### config.mk
export PLATFORM = sky130hd
export DESIGN_NAME = ctr_unit
export DESIGN_NICKNAME = d
export VERILOG_FILES = /design/src/design/ctr_pkg.sv /design/src/design/ctr_incr.sv /design/src/design/ctr_rail_fsm.sv /design/src/design/ctr_rail_merge.sv /design/src/design/ctr_sel_check.sv /design/src/design/ctr_unit.sv
export SDC_FILE = /design/constraint.sdc
export NUM_CORES = 1
export LEC_CHECK = 0
export ABC_AREA = 1
export BUFFER_PORTS_ARGS = -buffer_cell sky130_fd_sc_hd__buf_4
export CAP_MARGIN = 40
export CELL_PAD_IN_SITES_DETAIL_PLACEMENT = 0
export CELL_PAD_IN_SITES_GLOBAL_PLACEMENT = 1
export CORE_ASPECT_RATIO = 0.9
export CORE_UTILIZATION = 37
export CTS_CLUSTER_SIZE = 30
export DETAILED_ROUTE_END_ITERATION = 8
export GPL_ROUTABILITY_DRIVEN = 0
export PLACE_DENSITY = 0.9
export SLEW_MARGIN = 25
export SYNTH_ARGS = -nofsm -noshare
export SYNTH_HDL_FRONTEND = slang
export SYNTH_SLANG_ARGS = --single-unit
### constraint.sdc
create_clock -name clk_i -period 5.9 [get_ports clk_i]
set_input_delay 0.885 -clock clk_i [delete_from_list [all_inputs] [get_ports clk_i]]
set_output_delay 0.885 -clock clk_i [all_outputs]
set_load 0.02 [all_outputs]
### src/design/ctr_pkg.sv
/*
  Shared constants and types for the CTR-mode counter unit
  The sparse two-value code keeps a Hamming distance of 3 between legal values
  Slice geometry here is only the default, and the top level may override it
  Slice index width covers up to 8 slices
*/
package ctr_pkg;

  //////////////////////////////////////////////////////////////////////
  // Counter geometry
  //////////////////////////////////////////////////////////////////////

  // Bits handled per clock cycle
  parameter int SliceSizeCtr  = 16;
  // Slices in one 128-bit block
  parameter int NumSlicesCtr  = 8;
  // Enough for 8 slices
  parameter int SliceIdxWidth = 3;

  //////////////////////////////////////////////////////////////////////
  // Sparse two-value encoding
  //////////////////////////////////////////////////////////////////////

  // Code width, one FSM rail per bit
  parameter int Sp2VWidth = 3;

  // Bit pattern of the high code
  // A 1 here means the rail for that bit runs active high
  parameter logic [Sp2VWidth-1:0] SP2V_LOGIC_HIGH = 3'b011;

  // Low code is the bitwise inverse of the high code
  typedef enum logic [Sp2VWidth-1:0] {
    SP2V_HIGH = SP2V_LOGIC_HIGH,
    SP2V_LOW  = ~SP2V_LOGIC_HIGH
  } sp2v_e;

  //////////////////////////////////////////////////////////////////////
  // Rail FSM states
  //////////////////////////////////////////////////////////////////////

  // Encoding 2'b11 is unused and treated as an error
  typedef enum logic [1:0] {
    CTR_IDLE  = 2'b00,
    CTR_INCR  = 2'b01,
    CTR_ERROR = 2'b10
  } ctr_state_e;

endpackage

### src/design/ctr_incr.sv
/*
  Sliced increment of a big-endian counter block
  Byte 0 sits in bits 7:0 and is the most significant byte
  Block width must be a multiple of 8 bits
  Requests are only registered while ready_o is SP2V_HIGH
*/
`timescale 1ns/10ps

module ctr_incr #(
  parameter int NumSlices = ctr_pkg::NumSlicesCtr,
  parameter int SliceSize = ctr_pkg::SliceSizeCtr
) (
  input  logic                            clk_i,
  input  logic                            arst_n_i,
  input  ctr_pkg::sp2v_e                  incr_i,
  input  logic [NumSlices*SliceSize-1:0]  ctr_i,
  output ctr_pkg::sp2v_e                  ready_o,
  output logic                            alert_o,
  output logic [NumSlices*SliceSize-1:0]  ctr_o,
  output ctr_pkg::sp2v_e [NumSlices-1:0]  ctr_we_o
);

  localparam int NumBytes = NumSlices * SliceSize / 8;
  localparam int W        = ctr_pkg::Sp2VWidth;

  // Swap byte order so slice 0 becomes least significant
  function automatic logic [NumBytes-1:0][7:0] rev_bytes(input logic [NumBytes-1:0][7:0] in);
    logic [NumBytes-1:0][7:0] out;
    for (int b = 0; b < NumBytes; b++) begin
      out[b] = in[NumBytes-1-b];
    end
    return out;
  endfunction

  logic [NumSlices-1:0][SliceSize-1:0] ctr_i_rev, ctr_o_rev;
  ctr_pkg::sp2v_e [NumSlices-1:0]      we_rev;
  logic [NumSlices-1:0]                we_hi;

  ctr_pkg::sp2v_e                    incr_gated, ctr_we;
  logic [W-1:0]                      sp_incr, sp_ready, sp_we, mr_alert;
  logic                              incr_err, mr_err;
  logic [W-1:0][ctr_pkg::SliceIdxWidth-1:0] mr_idx;
  logic [W-1:0][SliceSize-1:0]       mr_slice;
  logic [ctr_pkg::SliceIdxWidth-1:0] slice_idx;
  logic [SliceSize-1:0]              slice_new;

  assign ctr_i_rev = rev_bytes(ctr_i);

  // Back-pressure, a request held while busy never reaches the rails
  assign incr_gated = (ready_o == ctr_pkg::SP2V_HIGH) ? incr_i : ctr_pkg::SP2V_LOW;

  ctr_sel_check u_sel_check (
    .clk_i    (clk_i),
    .arst_n_i (arst_n_i),
    .sel_i    (incr_gated),
    .sel_o    (sp_incr),
    .err_o    (incr_err)
  );

  //////////////////////////////////////////////////////////////////////
  // Redundant rails, one per code bit
  //////////////////////////////////////////////////////////////////////

  for (genvar r = 0; r < W; r++) begin : gen_rail
    ctr_rail_fsm #(
      .RailPolarity (ctr_pkg::SP2V_LOGIC_HIGH[r]),
      .NumSlices    (NumSlices),
      .SliceSize    (SliceSize)
    ) u_rail (
      .clk_i           (clk_i),
      .arst_n_i        (arst_n_i),
      .incr_i          (sp_incr[r]),
      .incr_err_i      (incr_err),
      .mr_err_i        (mr_err),
      .ctr_slice_i     (ctr_i_rev[slice_idx]),
      .ready_o         (sp_ready[r]),
      .alert_o         (mr_alert[r]),
      .ctr_we_o        (sp_we[r]),
      .ctr_slice_idx_o (mr_idx[r]),
      .ctr_slice_o     (mr_slice[r])
    );
  end

  ctr_rail_merge #(
    .NumSlices (NumSlices),
    .SliceSize (SliceSize)
  ) u_merge (
    .clk_i        (clk_i),
    .arst_n_i     (arst_n_i),
    .rail_idx_i   (mr_idx),
    .rail_slice_i (mr_slice),
    .rail_alert_i (mr_alert),
    .slice_idx_o  (slice_idx),
    .slice_o      (slice_new),
    .alert_o      (alert_o),
    .mr_err_o     (mr_err)
  );

  // Sparse bits back into codes
  assign ready_o = ctr_pkg::sp2v_e'(sp_ready);
  assign ctr_we  = ctr_pkg::sp2v_e'(sp_we);

  // Only the addressed slice changes
  always_comb begin
    ctr_o_rev            = ctr_i_rev;
    ctr_o_rev[slice_idx] = slice_new;
    for (int s = 0; s < NumSlices; s++) begin
      we_rev[s] = ctr_pkg::SP2V_LOW;
    end
    we_rev[slice_idx] = ctr_we;
  end

  assign ctr_o = rev_bytes(ctr_o_rev);

  // Slice order flips with the bytes
  for (genvar s = 0; s < NumSlices; s++) begin : gen_we
    assign ctr_we_o[s] = we_rev[NumSlices-1-s];
    assign we_hi[s]    = (ctr_we_o[s] == ctr_pkg::SP2V_HIGH);
  end

  // Each walk starts at the least significant slice, the last one in port order
  lsb_first_a : assert property (
    @(posedge clk_i) disable iff (!arst_n_i)
    $rose(|we_hi) |-> we_hi[NumSlices-1]
  );

endmodule

### src/design/ctr_rail_fsm.sv
/*
  One single-bit rail of the slice-walking increment FSM
  RailPolarity 0 inverts incr_i, ready_o and ctr_we_o only
  Error inputs and alert_o are always active high
  CTR_ERROR is terminal until reset
*/
`timescale 1ns/10ps

module ctr_rail_fsm #(
  parameter bit RailPolarity = 1'b1,
  parameter int NumSlices    = ctr_pkg::NumSlicesCtr,
  parameter int SliceSize    = ctr_pkg::SliceSizeCtr
) (
  input  logic                              clk_i,
  input  logic                              arst_n_i,
  input  logic                              incr_i,
  input  logic                              incr_err_i,
  input  logic                              mr_err_i,
  input  logic [SliceSize-1:0]              ctr_slice_i,
  output logic                              ready_o,
  output logic                              alert_o,
  output logic                              ctr_we_o,
  output logic [ctr_pkg::SliceIdxWidth-1:0] ctr_slice_idx_o,
  output logic [SliceSize-1:0]              ctr_slice_o
);

  localparam logic [ctr_pkg::SliceIdxWidth-1:0] LastIdx =
    ctr_pkg::SliceIdxWidth'(NumSlices - 1);

  ctr_pkg::ctr_state_e               state_d, state_q;
  logic [ctr_pkg::SliceIdxWidth-1:0] idx_d, idx_q;
  logic                              carry_d, carry_q;

  // Internal active-high view of the sparse bits
  logic incr;
  logic ready;
  logic we;

  // Slice plus registered carry, top bit is the carry out
  logic [SliceSize:0] sum;

  assign incr = RailPolarity ? incr_i : ~incr_i;

  assign sum         = {1'b0, ctr_slice_i} + {{SliceSize{1'b0}}, carry_q};
  assign ctr_slice_o = sum[SliceSize-1:0];

  //////////////////////////////////////////////////////////////////////
  // Next state
  //////////////////////////////////////////////////////////////////////

  always_comb begin : rail_fsm
    state_d = state_q;
    idx_d   = idx_q;
    carry_d = carry_q;
    ready   = 1'b0;
    we      = 1'b0;
    alert_o = 1'b0;

    case (state_q)
      ctr_pkg::CTR_IDLE: begin
        // Drop ready as soon as a registered request shows up
        ready = ~incr;
        if (incr) begin
          state_d = ctr_pkg::CTR_INCR;
          idx_d   = '0;
          carry_d = 1'b1;
        end
      end

      ctr_pkg::CTR_INCR: begin
        // One slice per cycle, LSB slice first
        we      = 1'b1;
        carry_d = sum[SliceSize];
        if (idx_q == LastIdx) begin
          idx_d   = '0;
          state_d = ctr_pkg::CTR_IDLE;
        end else begin
          idx_d = idx_q + 1'b1;
        end
      end

      ctr_pkg::CTR_ERROR: begin
        alert_o = 1'b1;
      end

      default: begin
        // Unused encoding
        state_d = ctr_pkg::CTR_ERROR;
        alert_o = 1'b1;
      end
    endcase

    // Bad code or rail mismatch overrides everything
    if (incr_err_i || mr_err_i) begin
      state_d = ctr_pkg::CTR_ERROR;
      ready   = 1'b0;
      we      = 1'b0;
    end
  end

  always_ff @(posedge clk_i or negedge arst_n_i) begin
    if (!arst_n_i) begin
      state_q <= ctr_pkg::CTR_IDLE;
      idx_q   <= '0;
      carry_q <= 1'b0;
    end else begin
      state_q <= state_d;
      idx_q   <= idx_d;
      carry_q <= carry_d;
    end
  end

  // Back to sparse polarity
  assign ready_o         = RailPolarity ? ready : ~ready;
  assign ctr_we_o        = RailPolarity ? we : ~we;
  assign ctr_slice_idx_o = idx_q;

  // Index stays inside the block while walking
  idx_range_a : assert property (
    @(posedge clk_i) disable iff (!arst_n_i)
    (state_q == ctr_pkg::CTR_INCR) |-> (idx_q <= LastIdx)
  );

endmodule

### src/design/ctr_rail_merge.sv
/*
  Combines the multi-bit outputs of all FSM rails
  Purely combinational, clock is only used by the check
  Index beyond the last slice also counts as a mismatch
*/
`timescale 1ns/10ps

module ctr_rail_merge #(
  parameter int NumSlices = ctr_pkg::NumSlicesCtr,
  parameter int SliceSize = ctr_pkg::SliceSizeCtr
) (
  input  logic                                                      clk_i,
  input  logic                                                      arst_n_i,
  input  logic [ctr_pkg::Sp2VWidth-1:0][ctr_pkg::SliceIdxWidth-1:0] rail_idx_i,
  input  logic [ctr_pkg::Sp2VWidth-1:0][SliceSize-1:0]              rail_slice_i,
  input  logic [ctr_pkg::Sp2VWidth-1:0]                             rail_alert_i,
  output logic [ctr_pkg::SliceIdxWidth-1:0]                         slice_idx_o,
  output logic [SliceSize-1:0]                                      slice_o,
  output logic                                                      alert_o,
  output logic                                                      mr_err_o
);

  localparam logic [ctr_pkg::SliceIdxWidth-1:0] LastIdx =
    ctr_pkg::SliceIdxWidth'(NumSlices - 1);

  logic [ctr_pkg::SliceIdxWidth-1:0] idx_or;
  logic [SliceSize-1:0]              slice_or;
  logic                              err;

  always_comb begin : merge_rails
    idx_or   = '0;
    slice_or = '0;
    err      = 1'b0;

    // OR first, a single faulty rail can only set bits
    for (int r = 0; r < ctr_pkg::Sp2VWidth; r++) begin
      idx_or   |= rail_idx_i[r];
      slice_or |= rail_slice_i[r];
    end

    // Then every rail must match the combined value
    for (int r = 0; r < ctr_pkg::Sp2VWidth; r++) begin
      if ((rail_idx_i[r] != idx_or) || (rail_slice_i[r] != slice_or)) begin
        err = 1'b1;
      end
    end

    if (idx_or > LastIdx) begin
      err = 1'b1;
    end
  end

  assign slice_idx_o = idx_or;
  assign slice_o     = slice_or;
  assign mr_err_o    = err;
  // One rail is enough to raise the alert
  assign alert_o     = |rail_alert_i;

  // Mismatch has to park every rail in CTR_ERROR
  mr_err_alert_a : assert property (
    @(posedge clk_i) disable iff (!arst_n_i)
    mr_err_o |=> alert_o
  );

endmodule

### src/design/ctr_sel_check.sv
/*
  Registers a sparse two-value code and flags illegal values
  Output and error flag appear one cycle after the input
  Error flag is not sticky, the rails hold the error state
*/
`timescale 1ns/10ps

module ctr_sel_check (
  input  logic                           clk_i,
  input  logic                           arst_n_i,
  input  ctr_pkg::sp2v_e                 sel_i,
  output logic [ctr_pkg::Sp2VWidth-1:0]  sel_o,
  output logic                           err_o
);

  logic [ctr_pkg::Sp2VWidth-1:0] sel_q;
  logic                          err_d;
  logic                          err_q;

  // Anything other than the two legal codes is an error
  assign err_d = (sel_i != ctr_pkg::SP2V_HIGH) && (sel_i != ctr_pkg::SP2V_LOW);

  // Code and flag move together so rails see both in the same cycle
  always_ff @(posedge clk_i or negedge arst_n_i) begin
    if (!arst_n_i) begin
      sel_q <= ctr_pkg::SP2V_LOW;
      err_q <= 1'b0;
    end else begin
      sel_q <= sel_i;
      err_q <= err_d;
    end
  end

  // Raw bits, one per rail
  assign sel_o = sel_q;
  assign err_o = err_q;

  // Flag must resolve once out of reset
  err_known_a : assert property (
    @(posedge clk_i) disable iff (!arst_n_i)
    !$isunknown(err_o)
  );

endmodule

### src/design/ctr_unit.sv
/*
  CTR-mode counter unit with redundant increment control
  Byte 0 of the block is bits 7:0 and the most significant byte
  Load and increment are only taken while ready_o is SP2V_HIGH
  After an alert only reset brings the unit back
*/
`timescale 1ns/10ps

module ctr_unit #(
  parameter int NumSlices = ctr_pkg::NumSlicesCtr,
  parameter int SliceSize = ctr_pkg::SliceSizeCtr
) (
  input  logic                            clk_i,
  input  logic                            arst_n_i,
  input  logic                            load_i,
  input  logic [NumSlices*SliceSize-1:0]  load_ctr_i,
  input  ctr_pkg::sp2v_e                  incr_i,
  output ctr_pkg::sp2v_e                  ready_o,
  output logic [NumSlices*SliceSize-1:0]  ctr_o,
  output logic                            alert_o
);

  // Counter block, one row per slice
  logic [NumSlices-1:0][SliceSize-1:0] ctr_q;
  // Block with the current slice already updated
  logic [NumSlices-1:0][SliceSize-1:0] ctr_new;
  ctr_pkg::sp2v_e [NumSlices-1:0]      ctr_we;
  logic                                load_ok;

  // Host load only while idle
  assign load_ok = load_i && (ready_o == ctr_pkg::SP2V_HIGH);

  //////////////////////////////////////////////////////////////////////
  // Block register
  //////////////////////////////////////////////////////////////////////

  always_ff @(posedge clk_i or negedge arst_n_i) begin
    if (!arst_n_i) begin
      ctr_q <= '0;
    end else if (load_ok) begin
      ctr_q <= load_ctr_i;
    end else begin
      // Slice writes from the increment walk
      for (int s = 0; s < NumSlices; s++) begin
        if (ctr_we[s] == ctr_pkg::SP2V_HIGH) begin
          ctr_q[s] <= ctr_new[s];
        end
      end
    end
  end

  ctr_incr #(
    .NumSlices (NumSlices),
    .SliceSize (SliceSize)
  ) u_ctr_incr (
    .clk_i    (clk_i),
    .arst_n_i (arst_n_i),
    .incr_i   (incr_i),
    .ctr_i    (ctr_q),
    .ready_o  (ready_o),
    .alert_o  (alert_o),
    .ctr_o    (ctr_new),
    .ctr_we_o (ctr_we)
  );

  assign ctr_o = ctr_q;

endmodule

==> run summary <==
### Power and ir drop
* **leakage dissipation** 6.56 nW
* **VDD IR max** 0.000163 V
* **power per cell area** 206 nW/um^2

### Worst setup path
* **slowest stage cell, crit path** sky130_fd_sc_hd__or4_1
* **highest net fanout along the worst path** 9
* **CP startpoint kind** flop
* **required arrival time at the worst endpoint** 5.02 ns
* **worst path arrival time** 4.66 ns
* **delay-heaviest family, CP** simple AND/OR/NAND/NOR gates
* **flop2flop setup slack** 0.51 ns
* **delay of the slowest cell on the worst path** 0.53 ns
* **crit path cell chain** inv_2 -> nand2_1 -> nor2_2 -> nor2_2 -> buf_4 -> nand2_1 -> o22ai_1 -> or4_1 -> inv_1 -> ha_1 -> ha_1 -> nor2_1 -> nand2_1 -> a211oi_1 -> nand3_1 -> a21oi_1 -> nand2_1 -> nor2_1 -> nand2_1 -> nor2_1 -> buf_4 -> nand2_2 -> nor2_2 -> buf_4
* **Crit path top cell by count** sky130_fd_sc_hd__nand2_1
* **reg-to-reg startpoint** u_ctr_incr.gen_rail[1].u_rail.ctr_slice_idx_o[2]
* **logic depth of the worst register-to-register path** 28
* **Reg-to-Reg End** ctr_o[30]
* **buffer and inverter count on the worst path** 5
* **category of the critical setup timing path** reg2out
* **Critical Path End Type** output port

### Floorplan
* **horizontal die dimension** 175 microns
* **standard-cell row count** 56
* **count of pins on the block boundary** 266
* **die outline area** 27600 sq um
* **Die H** 158 microns
* **initial core utilization** 37.9%
* **total core area** 26300 sq um

### Logic synthesis
* **fraction of registers with async set/reset** 100%
* **average cell area after synthesis** 6.60 sq um
* **commonest register cell after synthesis** sky130_fd_sc_hd__dfrtp_1
* **Post-Syn Nets** 1657
* **count of cell types in the netlist** 41
* **warnings from Yosys** 0
* **summed instance area of the synthesized netlist** 9970 sq um
* **register bit total from synthesis** 150
* **Synth Instances** 1511
* **sequential share of the synthesized area** 37.7%
* **count of flip-flops with a built-in enable after synthesis** 0

### Routing
* **vias per cell** 5.29
* **total number of vias** 11200
* **Iter 0 DRT Violations** 1093
* **wire length reported by the detailed router** 40500 microns
* **DRC violations left** 0
* **Final ANT Viol Nets** 0
* **count of TritonRoute iterations in the first routing pass** 6
* **average detailed-routed wire length per instance** 19.1 microns

### Global routing
* **via count of the first global-routing pass** 10700
* **GRT Util Overall** 29.5%
* **gr busiest metal** met2
* **global-route wire length before repair** 61100 microns
* **grt met1 use** 39.2%
* **initial antenna violation count** 0
* **GR met3 Demand/Resource** 7.06%
* **largest net degree at the start of global routing** 80
* **grt met2 use** 45.3%
* **total gr overflow** 0

### Clock network
* **Longest Clk Path Bufs** 2
* **TritonCTS clock tree** built
* **number of buffers inserted during clock tree synthesis** 17
* **quantity of hold-fixing buffers added after cts** 0
* **Resized Gates After CTS** 0
* **clock sink total** 150
* **cell at the root of the clock tree** sky130_fd_sc_hd__clkbuf_16
* **H-tree levels** 4
* **Clock Latency Late Sink** 0.45 ns
* **Post CTS Setup Buffer Count** 0
* **clock-pin transition on the worst setup and hold timing paths** 0.08 ns

### Timing
* **final clock skew** 0.0151 ns
* **sum of negative setup slack** 0 ns
* **Highest Clock Rate** 0.180 GHz
* **setup repair after global routing missed its margin** no
* **actual slew at the worst max-slew pin** 0.823 ns
* **final number of max-transition violations** 0
* **final hold slack** 0.327 ns
* **final setup violation count** 0
* **portion of the clock cycle consumed by the worst path in the final layout** 94.0%
* **final hold vios** 0
* **final worst path period need** 5.55 ns
* **headroom to the max-slew limit** 44.8%

### Finish
* **synthesis-to-finish area growth** 29.2%
* **area occupied by registers** 3750 sq um
* **post-route non-filler standard cell count** 2119
* **fill count** 2732
* **leading cell type in the layout, fill and taps excluded** sky130_fd_sc_hd__nand2_1
* **Total Nets Final** 1903
* **multi-input gate area in the final layout** 5390 sq um
* **commonest cells after routing, fill and taps aside** sky130_fd_sc_hd__nand2_1, sky130_fd_sc_hd__nor2_1, sky130_fd_sc_hd__buf_4
* **share of layout cells above drive strength 1** 21.7%

### Min path
* **worst hold path type** in2async

### Place
* **dpl hpwl** 31200 microns
* **Cell Count Post-Placement** 2084
* **PortBufs** 265

### Status
* **status** complete, no violations

### Job
* **max-cap viol count** 0

[metrics by stage]
step	power [mW]	instance area (sq um)	util [%]	setup slack [ns]
floorplan	1.32	9970	-	0.860
global placement	1.56	12200	46.6	0.703
detailed placement	1.57	12300	46.8	0.541
CTS	2.65	12900	48.9	0.314
global route	2.74	12900	49.0	0.0606
finish	2.65	12900	49.0	0.351
[per-layer routing]
metal	up-vias	wire length, microns
met2	594	17900
li1	5328	-
met3	89	3930
met1	5193	17100
met4	0	1560
met5	-	0
[logic make-up after synthesis]
logic type / count (synthesis) / share of synthesized area, %
adders and majority gates: 12 / 1.51
buffers and inverters: 180 / 8.35
DFF: 150 / 37.7
AOI/OAI and AO/OA: 156 / 8.26
xor gates and xnor gates: 22 / 1.93
and+or+nand+nor: 991 / 42.3
[area by class of cell]
class,count,share of cell area [%]
clock inverters,14,1.02
multi-input cells,1181,41.8
diodes,1,0.0194
well taps,348,3.38
repair buffers,305,18.2
inverters,102,2.99
flip-flops and latches,150,29.2
clock buffers,18,3.41
[cells in the mapped netlist, types with 2 or more instances]
library cell	instances	area share [%]
sky130_fd_sc_hd__nand2_1	403	15
sky130_fd_sc_hd__nor2_1	336	13
sky130_fd_sc_hd__nand3_1	182	9.1
sky130_fd_sc_hd__dfrtp_1	149	37
sky130_fd_sc_hd__o21ai_0	125	6.3
sky130_fd_sc_hd__inv_1	89	3.4
sky130_fd_sc_hd__buf_2	30	1.5
sky130_fd_sc_hd__clkbuf_1	25	0.94
sky130_fd_sc_hd__nand3b_1	17	1.3
sky130_fd_sc_hd__nand4_1	16	1.0
sky130_fd_sc_hd__xor2_1	16	1.4
sky130_fd_sc_hd__buf_4	15	1.1
sky130_fd_sc_hd__a21oi_1	13	0.65
sky130_fd_sc_hd__ha_1	12	1.5
sky130_fd_sc_hd__inv_2	11	0.41
sky130_fd_sc_hd__nor2_2	10	0.63
sky130_fd_sc_hd__buf_6	8	0.90
sky130_fd_sc_hd__xnor2_1	6	0.53
sky130_fd_sc_hd__nor2_4	5	0.56
sky130_fd_sc_hd__nor3_1	5	0.25
sky130_fd_sc_hd__nand2_2	4	0.25
sky130_fd_sc_hd__nand3_2	3	0.30
sky130_fd_sc_hd__o21a_1	3	0.23
sky130_fd_sc_hd__o21ai_1	3	0.15
sky130_fd_sc_hd__o22ai_1	3	0.19
sky130_fd_sc_hd__a221oi_1	2	0.18
sky130_fd_sc_hd__clkinv_2	2	0.10
sky130_fd_sc_hd__nand3_4	2	0.35
sky130_fd_sc_hd__nand4_2	2	0.25
sky130_fd_sc_hd__o211ai_1	2	0.15
sky130_fd_sc_hd__or2_2	2	0.13
[sequential cells by signal, indices dropped and copies added, names as in the netlist]
register / cells
u_ctr_incr.u_sel_check.sel_o: 3
ctr_o: 128
u_ctr_incr.u_sel_check.err_o: 1
u_ctr_incr.gen_rail.u_rail.state_q: 6
u_ctr_incr.gen_rail.u_rail.carry_q: 3
u_ctr_incr.gen_rail.u_rail.ctr_slice_idx_o: 9
[power by group]
| group | internal, mW | switching (mW) | leakage [nW] | total (mW) |
|---|---|---|---|---|
| registers | 1.06 | 0.0496 | 1.86 | 1.11 |
| logic | 0.179 | 0.265 | 4.42 | 0.444 |
| clock network | 0.568 | 0.523 | 0.272 | 1.09 |
| total | 1.81 | 0.838 | 6.56 | 2.65 |
[worst max-delay path by stage]
| stage | to | from | cells after the start |
|---|---|---|---|
| 2_1_floorplan | ready_o[0] | u_ctr_incr.gen_rail[0].u_rail.ctr_slice_idx_o[0] | 25 |
| 3_3_place_gp | ctr_o[30] | u_ctr_incr.gen_rail[1].u_rail.ctr_slice_idx_o[2] | 28 |
| 3_5_place_dp | ctr_o[77] | u_ctr_incr.gen_rail[1].u_rail.ctr_slice_idx_o[2] | 28 |
| 4_1_cts | ready_o[2] | u_ctr_incr.gen_rail[1].u_rail.ctr_slice_idx_o[2] | 25 |
| 5_1_grt | ready_o[0] | u_ctr_incr.gen_rail[1].u_rail.ctr_slice_idx_o[2] | 24 |
| 6_report | ready_o[0] | u_ctr_incr.gen_rail[1].u_rail.ctr_slice_idx_o[2] | 24 |
Note: power is estimated with default switching activity, not from simulation.
